[src/cpu_ctrl_pkg.sv]
package cpu_ctrl_pkg;

    // ------------------------------
    // Instruction set
    // ------------------------------

    // Opcode field, codes 14 and 15 unused
    typedef enum logic [3:0] {
        OP_NOP = 4'd0,      // No operation
        OP_HLT = 4'd1,      // Stop, idle until reset
        OP_LDI = 4'd2,      // Load immediate into dest reg
        OP_LD  = 4'd3,      // Load from direct address
        OP_ST  = 4'd4,      // Store to direct address
        OP_OUT = 4'd5,      // Copy reg or memory to output register
        OP_STX = 4'd6,      // Store, address from src2
        OP_JMP = 4'd7,      // Jump to reg value
        OP_BRD = 4'd8,      // Conditional direct branch
        OP_ADD = 4'd9,
        OP_SUB = 4'd10,     // With ignore_dest this is a compare
        OP_AND = 4'd11,
        OP_OR  = 4'd12,
        OP_XOR = 4'd13
    } opcode_t;

    // Instruction register layout
    // Low 9 bits double as immediate or address, sliced by the datapath
    typedef struct packed {
        opcode_t    opcode;         // [15:12]
        logic [2:0] dest_or_cond;   // [11:9] dest reg, OUT source or branch cond
        logic       ignore_dest;    // [8] ALU result dropped, flags only
        logic       rsvd_7;         // [7]
        logic [2:0] src2;           // [6:4]
        logic       rsvd_3;         // [3]
        logic [2:0] src1;           // [2:0]
    } instr_t;

    // Bit of dest_or_cond selecting the OUT source
    localparam int OUT_SRC_BIT = 2;     // 1 = register file

    // Branch condition, top two bits of dest_or_cond
    typedef enum logic [1:0] {
        COND_EQ = 2'b00,    // Z set
        COND_NE = 2'b01,    // Z clear
        COND_LT = 2'b10,    // N != V, signed less
        COND_CS = 2'b11     // Carry set
    } branch_cond_t;

    // ALU status flags
    typedef struct packed {
        logic v;    // Overflow
        logic n;    // Negative
        logic c;    // Carry out
        logic z;    // Zero result
    } flags_t;

    typedef enum logic [3:0] {
        ALU_ADD = 4'd0,
        ALU_SUB = 4'd1,
        ALU_AND = 4'd2,
        ALU_OR  = 4'd3,
        ALU_XOR = 4'd4
    } alu_op_t;

    // ------------------------------
    // Sequencer
    // ------------------------------
    typedef enum logic [2:0] {
        PH_IDLE       = 3'd0,   // Halted
        PH_RESET      = 3'd1,
        PH_FETCH_ADDR = 3'd2,   // PC onto memory address
        PH_FETCH_LOAD = 3'd3,   // Memory into IR, bump PC
        PH_DECODE     = 3'd4,
        PH_EXECUTE    = 3'd5    // Optional second cycle
    } phase_t;

    // ------------------------------
    // Datapath selects
    // ------------------------------
    typedef enum logic [1:0] {
        PC_BRANCH = 2'b00,      // Branch target from IR
        PC_REG    = 2'b10       // Reg file src1
    } pc_src_t;

    typedef enum logic [1:0] {
        ADDR_PC   = 2'b00,
        ADDR_REG2 = 2'b01,      // Reg file src2
        ADDR_IMM  = 2'b10       // Zero extended IR field
    } addr_src_t;

    typedef enum logic [1:0] {
        DATA_IMM = 2'b00,
        DATA_MEM = 2'b01,
        DATA_ALU = 2'b10
    } data_src_t;

    typedef enum logic [1:0] {
        OUT_MEM = 2'b00,
        OUT_REG = 2'b01
    } out_sel_t;

    typedef enum logic {
        SRC1_A    = 1'b0,       // Read port 1 from src1 field
        SRC1_DEST = 1'b1        // Read port 1 from dest field, ST data
    } src1_sel_t;

    // Control word to the datapath, all strobes active high
    typedef struct packed {
        logic      pc_rst;
        logic      pc_inc;
        logic      pc_ld;
        logic      ir_ld;
        logic      mem_en;
        logic      mem_wr;
        logic      reg_we;
        logic      alu_ld;
        logic      flg_ld;
        logic      flg_rst;
        logic      out_ld;
        pc_src_t   pc_src;
        addr_src_t addr_src;
        data_src_t data_src;
        src1_sel_t src1_sel;
        out_sel_t  out_sel;
        alu_op_t   alu_op;
    } ctrl_t;

    localparam ctrl_t CTRL_NONE = '0;   // Every strobe low

    // Decoder summary of the IR
    typedef struct packed {
        opcode_t op;            // Unused codes folded to NOP
        logic    is_alu;
        alu_op_t alu_op;
        logic    needs_execute; // Extra cycle after decode
        logic    out_from_reg;
        logic    branch_taken;  // BRD only
    } decode_t;

endpackage

[src/ctrl_assemble.sv]
`timescale 1ns/100ps

module ctrl_assemble (
    input  logic                  Clk,
    input  cpu_ctrl_pkg::phase_t  phase,
    input  cpu_ctrl_pkg::decode_t dec,
    output cpu_ctrl_pkg::ctrl_t   ctrl
);
    import cpu_ctrl_pkg::*;

    // ------------------------------
    // Control word per phase
    // ------------------------------
    always_comb begin
        ctrl = CTRL_NONE;   // Anything not set stays low

        case (phase)
            PH_RESET: begin
                ctrl.pc_rst = 1'b1;
            end

            // Fetch, part 1
            PH_FETCH_ADDR: begin
                ctrl.mem_en   = 1'b1;           // Memory read
                ctrl.addr_src = ADDR_PC;
            end

            // Fetch, part 2
            PH_FETCH_LOAD: begin
                ctrl.ir_ld  = 1'b1;
                ctrl.pc_inc = 1'b1;             // Bump PC on the same edge
            end

            PH_DECODE: begin
                case (dec.op)
                    OP_LDI: begin
                        ctrl.reg_we   = 1'b1;
                        ctrl.data_src = DATA_IMM;
                    end
                    OP_LD: begin
                        // Address now, data in execute
                        ctrl.mem_en   = 1'b1;
                        ctrl.addr_src = ADDR_IMM;
                    end
                    OP_ST: begin
                        ctrl.mem_en   = 1'b1;
                        ctrl.mem_wr   = 1'b1;
                        ctrl.addr_src = ADDR_IMM;
                        ctrl.src1_sel = SRC1_DEST;  // Store data from dest field
                    end
                    OP_STX: begin
                        ctrl.mem_en   = 1'b1;
                        ctrl.mem_wr   = 1'b1;
                        ctrl.addr_src = ADDR_REG2;  // Data on src1, address on src2
                    end
                    OP_OUT: begin
                        if (dec.out_from_reg) begin
                            ctrl.out_ld  = 1'b1;
                            ctrl.out_sel = OUT_REG;
                        end else begin
                            ctrl.mem_en   = 1'b1;   // Read now, load in execute
                            ctrl.addr_src = ADDR_IMM;
                            ctrl.out_sel  = OUT_MEM;
                        end
                    end
                    OP_JMP: begin
                        ctrl.pc_ld  = 1'b1;
                        ctrl.pc_src = PC_REG;
                    end
                    OP_BRD: begin
                        ctrl.flg_rst = 1'b1;        // Flags cleared either way
                        if (dec.branch_taken) begin
                            ctrl.pc_ld  = 1'b1;
                            ctrl.pc_src = PC_BRANCH;
                        end
                    end
                    default: begin
                        // ALU group, NOP and HLT drive nothing
                        if (dec.is_alu) begin
                            ctrl.alu_op = dec.alu_op;
                            ctrl.flg_ld = 1'b1;     // Flags always updated
                            // Result latched only when kept
                            ctrl.alu_ld = dec.needs_execute;
                        end
                    end
                endcase
            end

            PH_EXECUTE: begin
                case (dec.op)
                    OP_LD: begin
                        ctrl.reg_we   = 1'b1;
                        ctrl.data_src = DATA_MEM;
                    end
                    OP_OUT: begin
                        if (!dec.out_from_reg) begin
                            ctrl.out_ld  = 1'b1;
                            ctrl.out_sel = OUT_MEM;
                        end
                    end
                    default: begin
                        if (dec.is_alu) begin
                            ctrl.reg_we   = 1'b1;   // ALU write back
                            ctrl.data_src = DATA_ALU;
                            ctrl.alu_op   = dec.alu_op;
                        end
                    end
                endcase
            end

            default: begin
                ctrl = CTRL_NONE;               // PH_IDLE, all quiet
            end
        endcase
    end

    // ------------------------------
    // Strobe combinations
    // ------------------------------
    a_wr_with_en : assert property (@(posedge Clk) ctrl.mem_wr |-> ctrl.mem_en)
        else $error("mem_wr without mem_en in phase %0d", phase);

    // Reg file and memory never written in one cycle
    a_wr_exclusive : assert property (@(posedge Clk) !(ctrl.reg_we && ctrl.mem_wr))
        else $error("reg_we and mem_wr together in phase %0d", phase);

    a_pc_exclusive : assert property (@(posedge Clk) !(ctrl.pc_ld && ctrl.pc_inc))
        else $error("pc_ld and pc_inc together in phase %0d", phase);

endmodule

[src/instr_decode.sv]
`timescale 1ns/100ps

module instr_decode (
    input  cpu_ctrl_pkg::instr_t  ir,
    input  cpu_ctrl_pkg::flags_t  flags,
    output cpu_ctrl_pkg::decode_t dec
);
    import cpu_ctrl_pkg::*;

    opcode_t      op_norm;      // Opcode with unused codes as NOP
    branch_cond_t cond;         // BRD condition field
    logic         cond_met;     // Condition true on current flags
    logic         out_src_reg;  // OUT reads register file

    assign cond        = branch_cond_t'(ir.dest_or_cond[2:1]);
    assign out_src_reg = ir.dest_or_cond[OUT_SRC_BIT];

    // ------------------------------
    // Opcode cleanup
    // ------------------------------
    always_comb begin
        if (ir.opcode > OP_XOR) begin
            op_norm = OP_NOP;       // Codes 14, 15
        end else begin
            op_norm = ir.opcode;
        end
    end

    // ------------------------------
    // Branch condition
    // ------------------------------
    // Flags sampled while in decode
    always_comb begin
        case (cond)
            COND_EQ: cond_met = flags.z;
            COND_NE: cond_met = ~flags.z;
            COND_LT: cond_met = flags.n ^ flags.v;  // Sign differs from overflow
            default: cond_met = flags.c;            // COND_CS
        endcase
    end

    // ------------------------------
    // Instruction class
    // ------------------------------
    always_comb begin
        dec        = '0;
        dec.op     = op_norm;
        dec.alu_op = ALU_ADD;

        case (op_norm)
            OP_LD: begin
                dec.needs_execute = 1'b1;   // Memory data written back next cycle
            end
            OP_OUT: begin
                dec.out_from_reg  = out_src_reg;
                // Memory read needs the extra cycle
                dec.needs_execute = ~out_src_reg;
            end
            OP_BRD: begin
                dec.branch_taken = cond_met;
            end
            OP_ADD: begin
                dec.is_alu = 1'b1;
                dec.alu_op = ALU_ADD;
            end
            OP_SUB: begin
                dec.is_alu = 1'b1;
                dec.alu_op = ALU_SUB;       // CMP when dest ignored
            end
            OP_AND: begin
                dec.is_alu = 1'b1;
                dec.alu_op = ALU_AND;
            end
            OP_OR: begin
                dec.is_alu = 1'b1;
                dec.alu_op = ALU_OR;
            end
            OP_XOR: begin
                dec.is_alu = 1'b1;
                dec.alu_op = ALU_XOR;
            end
            default: begin
                // NOP, HLT, LDI, ST, STX, JMP finish in decode
                dec.needs_execute = 1'b0;
            end
        endcase

        // Result kept, write back in execute
        if (dec.is_alu && !ir.ignore_dest) begin
            dec.needs_execute = 1'b1;
        end
    end

endmodule

[src/seq_ctrl_top.sv]
`timescale 1ns/100ps

module seq_ctrl_top (
    input  logic                 Clk,
    input  logic                 rst,       // Synchronous, active high
    input  cpu_ctrl_pkg::instr_t ir,        // External IR
    input  cpu_ctrl_pkg::flags_t flags,     // ALU status
    output cpu_ctrl_pkg::ctrl_t  ctrl,      // To datapath
    output logic                 halted
);
    import cpu_ctrl_pkg::*;

    decode_t dec;       // Decoded IR
    phase_t  phase;     // Current sequencer phase

    // IR and flags to decode summary
    instr_decode u_decode (
        .ir    (ir),
        .flags (flags),
        .dec   (dec)
    );

    seq_fsm u_fsm (
        .Clk    (Clk),
        .rst    (rst),
        .dec    (dec),
        .phase  (phase),
        .halted (halted)
    );

    // Phase plus decode to control word
    ctrl_assemble u_assemble (
        .Clk   (Clk),
        .phase (phase),
        .dec   (dec),
        .ctrl  (ctrl)
    );

endmodule

[src/seq_fsm.sv]
`timescale 1ns/100ps

module seq_fsm (
    input  logic                  Clk,
    input  logic                  rst,
    input  cpu_ctrl_pkg::decode_t dec,
    output cpu_ctrl_pkg::phase_t  phase,
    output logic                  halted
);
    import cpu_ctrl_pkg::*;

    phase_t next_phase;

    // ------------------------------
    // Next phase
    // ------------------------------
    always_comb begin
        case (phase)
            PH_IDLE:       next_phase = PH_IDLE;        // Only rst leaves
            PH_RESET:      next_phase = PH_FETCH_ADDR;
            PH_FETCH_ADDR: next_phase = PH_FETCH_LOAD;
            PH_FETCH_LOAD: next_phase = PH_DECODE;      // IR valid from here
            PH_DECODE: begin
                if (dec.op == OP_HLT) begin
                    next_phase = PH_IDLE;
                end else if (dec.needs_execute) begin
                    next_phase = PH_EXECUTE;
                end else begin
                    next_phase = PH_FETCH_ADDR;
                end
            end
            PH_EXECUTE:    next_phase = PH_FETCH_ADDR;
            default:       next_phase = PH_RESET;       // Illegal code, restart
        endcase
    end

    // Phase register
    always_ff @(posedge Clk) begin
        if (rst) begin
            phase <= PH_RESET;
        end else begin
            phase <= next_phase;
        end
    end

    assign halted = (phase == PH_IDLE);

    // ------------------------------
    // Checks
    // ------------------------------
    a_phase_legal : assert property (@(posedge Clk) disable iff (rst)
        phase inside {PH_IDLE, PH_RESET, PH_FETCH_ADDR, PH_FETCH_LOAD,
                      PH_DECODE, PH_EXECUTE})
        else $error("Illegal phase %0d", phase);

    // Fetch is never split
    a_fetch_pair : assert property (@(posedge Clk) disable iff (rst)
        phase == PH_FETCH_ADDR |=> phase == PH_FETCH_LOAD)
        else $error("PH_FETCH_ADDR not followed by PH_FETCH_LOAD");

endmodule

[config.mk]
export PLATFORM = sky130hd
export DESIGN_NAME = seq_ctrl_top
export DESIGN_NICKNAME = d
export VERILOG_FILES = /design/src/cpu_ctrl_pkg.sv /design/src/ctrl_assemble.sv /design/src/instr_decode.sv /design/src/seq_ctrl_top.sv /design/src/seq_fsm.sv
export SDC_FILE = /design/constraint.sdc
export NUM_CORES = 1
export LEC_CHECK = 0
export BUFFER_PORTS_ARGS = -buffer_cell sky130_fd_sc_hd__buf_2
export CAP_MARGIN = 20
export CELL_PAD_IN_SITES_DETAIL_PLACEMENT = 0
export CELL_PAD_IN_SITES_GLOBAL_PLACEMENT = 1
export CORE_MARGIN = 2
export CORE_UTILIZATION = 22
export DETAILED_ROUTE_END_ITERATION = 7
export GPL_TIMING_DRIVEN = 0
export PLACE_DENSITY_LB_ADDON = 0.25
export REMOVE_ABC_BUFFERS = 1
export SYNTH_ARGS = -nofsm -noshare
export SYNTH_HDL_FRONTEND = slang
export SYNTH_SLANG_ARGS = --single-unit
[constraint.sdc]
create_clock -name Clk -period 1.2 [get_ports Clk]
set_input_delay 0.06 -clock Clk [delete_from_list [all_inputs] [get_ports Clk]]
set_output_delay 0.06 -clock Clk [all_outputs]
set_load 0.02 [all_outputs]
==> results.md <==
- DRC violations left: 0
- TritonCTS buffer count: 3
- Hold path cells: 2
- Post-synthesis sequential area ratio: 0.1008
- Fin worst setup slack: -0.2424 ns
- CP arrival: 1.38 ns
- Synth async-reset ratio: 0
- Number of synthesized flops with an enable pin: 0
- Final period util: 1.202
- GR Util met2: 0.2168
- Max FFs per register: 3
- Number of standard cells after synthesis: 89
- Worst skew pair latency: 0.23 ns
- Met3 Use GR: 0.03488
- Pin count of the biggest net entering global routing: 16
- Layout cells sized above 1: 0.6618
- TritonCTS clock tree: built
- Clk slew on worst S/H paths: 0.03 ns
- Crit Path Category: flop to output pin
- Initial core utilization: 0.2361
- Routed length per placed instance: 12.63 um
- Status: complete, but fails checks
- HPWL Detailed: 1.319 mm
- CP startpoint: u_fsm.phase[2]
- Gr ovfl total: 0
- First-pass GRT wire length: 3.581 mm
- Total track usage: 0.1397
- Critical path data required time: 1.14 ns
- Fin nets: 159
- Ant. Diodes: 0
- Number of cells after detailed placement: 146
- Synth Area per Inst: 6.692 um^2
- Met1 GRT Util: 0.1842
- Io pins: 47
- Yosys reg bits: 3
- Post-layout total power: 0.7813 mW
- WL final: 2.096 mm
- CTS Sinks: 3
- Dominant synthesized flop cell: dfxtp_1
- Max_cap viols: 0
- Gr busiest metal: met2
- Reg2reg path depth: 5
- Vias in the first global route: 778
- CTS max path bufs: 2
- RD Place Congestion: 0.6998
- RSZ-0062 raised after global routing: yes
- P per Cell Area: 643.7 nW/um^2
- Minimum clock period: 1.442 ns
- Biggest registers after layout: u_fsm.phase (3)
- Synth Cell Area: 595.6 um^2
- Startpoint type of the worst setup path: flop
- Count of different cell masters after synthesis: 42
- Ys Warns: 0
- First-pass DRT Iterations: 3
- Footprint of the multi-input gates: 648.1 um^2
- Antenna-violating nets left: 0
- Top delay family on crit path: simple AND/OR/NAND/NOR gates
- Die width: 56.03 um
- Area grow syn2layout: 103.8%
- Fin. Hold Viols: 0
- Die area: 3139 um^2
- Vias per inst: 4.837
- Max VDD drop: 0.5227 mV
- Hold Slack: 0.07796 ns
- Crit path max fanout: 4
- Finished Layout Cells: 166
- Max H-tree Level: 1
- Sequential cell area: 71.32 um^2
- Final setup violation count: 18
- CP endpoint kind: output pin
- Leakage: 0.5124 nW
- Clock skew: 0.001419 ns
- Register with the most flip-flops: u_fsm.phase
- Worst R2R End: u_fsm.phase[2]
- Flop2flop setup slack: -0.02 ns
- Worst path cell trace: buf_6, nand2b_4, or3_4, a21oi_2, buf_4
- Via count: 803
- First-iteration detailed-routing DRC count: 17
- Std-Cell Rows: 18
- Number of antenna violations at the first check in global routing: 0
- Worst hold path type: input port to flop
- Hold endpoint: u_fsm.phase[2]
- Root Driver: clkbuf_4
- Die H: 56.03 um
- Port Buffers: 34
- Max incr delay on CP: 0.36 ns
- Final Util: 0.4812
- Core ar.: 2522 um^2
- Fmax: 0.6933 GHz
- Critical path buffers and inverters: 2
- Min-delay src: rst
- Filler cells: 253
- Crit-path slowest cell: or3_4
- Failing checks: setup timing
- R2r startpoint: u_fsm.phase[2]
- Max Transition Viols Final: 0
layout make-up:
cell class	instances	area share
repair buffers	50	0.3381
clock buffers	4	0.02165
multi-input cells	75	0.5340
well taps	30	0.03093
inverters	4	0.01649
flip-flops and latches	3	0.05876
layer usage:
metal,share of wire,wire [um]
met1,0.47,993
met2,0.48,1005
met3,0.040,83
met4,0.0067,14
met5,0,0
repair_timing:
item                       4_1_cts  5_1_grt
hold buffers                     0        0
resized for setup               58       28
setup endpoints to repair       22       24
pin swaps                       14        9
buffers inserted                11        5
how the worst max path moves through the flow:
stage,endpoint,slack (ns),cells after the start
2_1_floorplan,ctrl[6],-0.45,3
3_3_place_gp,ctrl[13],-0.28,5
3_5_place_dp,ctrl[13],-0.28,5
4_1_cts,ctrl[13],-0.27,5
5_1_grt,ctrl[13],-0.30,5
6_report,ctrl[19],-0.24,5
kinds of logic (layout without fill, tap and decap cells):
family | count (synthesis) | in the layout | share of synthesized area
xor+xnor | 3 | 3 | 0.04413
other cells | 1 | 3 | 0.006296
buf+inv | 13 | 58 | 0.1365
mux | 1 | 1 | 0.01891
compound gates | 19 | 19 | 0.2542
flops | 3 | 3 | 0.1008
simple gates | 49 | 49 | 0.4391
synthesized netlist by cell type (2+ instances only):
| cell type | count | area, um^2 |
|---|---|---|
| a21oi_1 | 2 | 10.01 |
| buf_4 | 6 | 45.04 |
| dfxtp_1 | 3 | 60.06 |
| inv_1 | 3 | 11.26 |
| nand2_1 | 12 | 45.04 |
| nand2b_1 | 3 | 18.77 |
| nor2_1 | 11 | 41.29 |
| nor2b_1 | 3 | 18.77 |
| nor3_1 | 6 | 30.03 |
| nor3_2 | 2 | 20.02 |
| nor4_1 | 2 | 12.51 |
| o21ai_0 | 2 | 10.01 |
| o311ai_1 | 2 | 17.52 |
| o32ai_1 | 2 | 17.52 |
| or3_1 | 2 | 12.51 |
| xnor2_1 | 2 | 17.52 |
cells in the final DEF, fill, tap and decap left out, types with 3 or more instances in the layout:
cell type  count
buf_2         10
nand2_1       11
conb_1         3
nor2_1         6
buf_6         16
dfxtp_4        3
nor2_4         5
buf_4         21
nor3_2         5
clkbuf_4       6
through the flow:
stage / TNS (ns) / cell area [um^2] / setup slack, ns
5_1_grt: -3.812 / 1214 / -0.2993
3_5_place_dp: -1.776 / 744.5 / -0.2751
3_3_place_gp: -1.744 / 744.5 / -0.2819
6_report: -2.360 / 1214 / -0.2424
4_1_cts: -2.537 / 1054 / -0.2725
2_1_floorplan: -1.507 / 536.8 / -0.4504
where the power goes:
part,internal [mW],leakage [nW],switching [mW],total [mW]
clock network,0.124,0.0150,0.0509,0.175
logic,0.224,0.471,0.244,0.468
registers,0.115,0.0265,0.0233,0.138
total,0.463,0.512,0.318,0.781
Note: power is estimated with default switching activity, not from simulation.
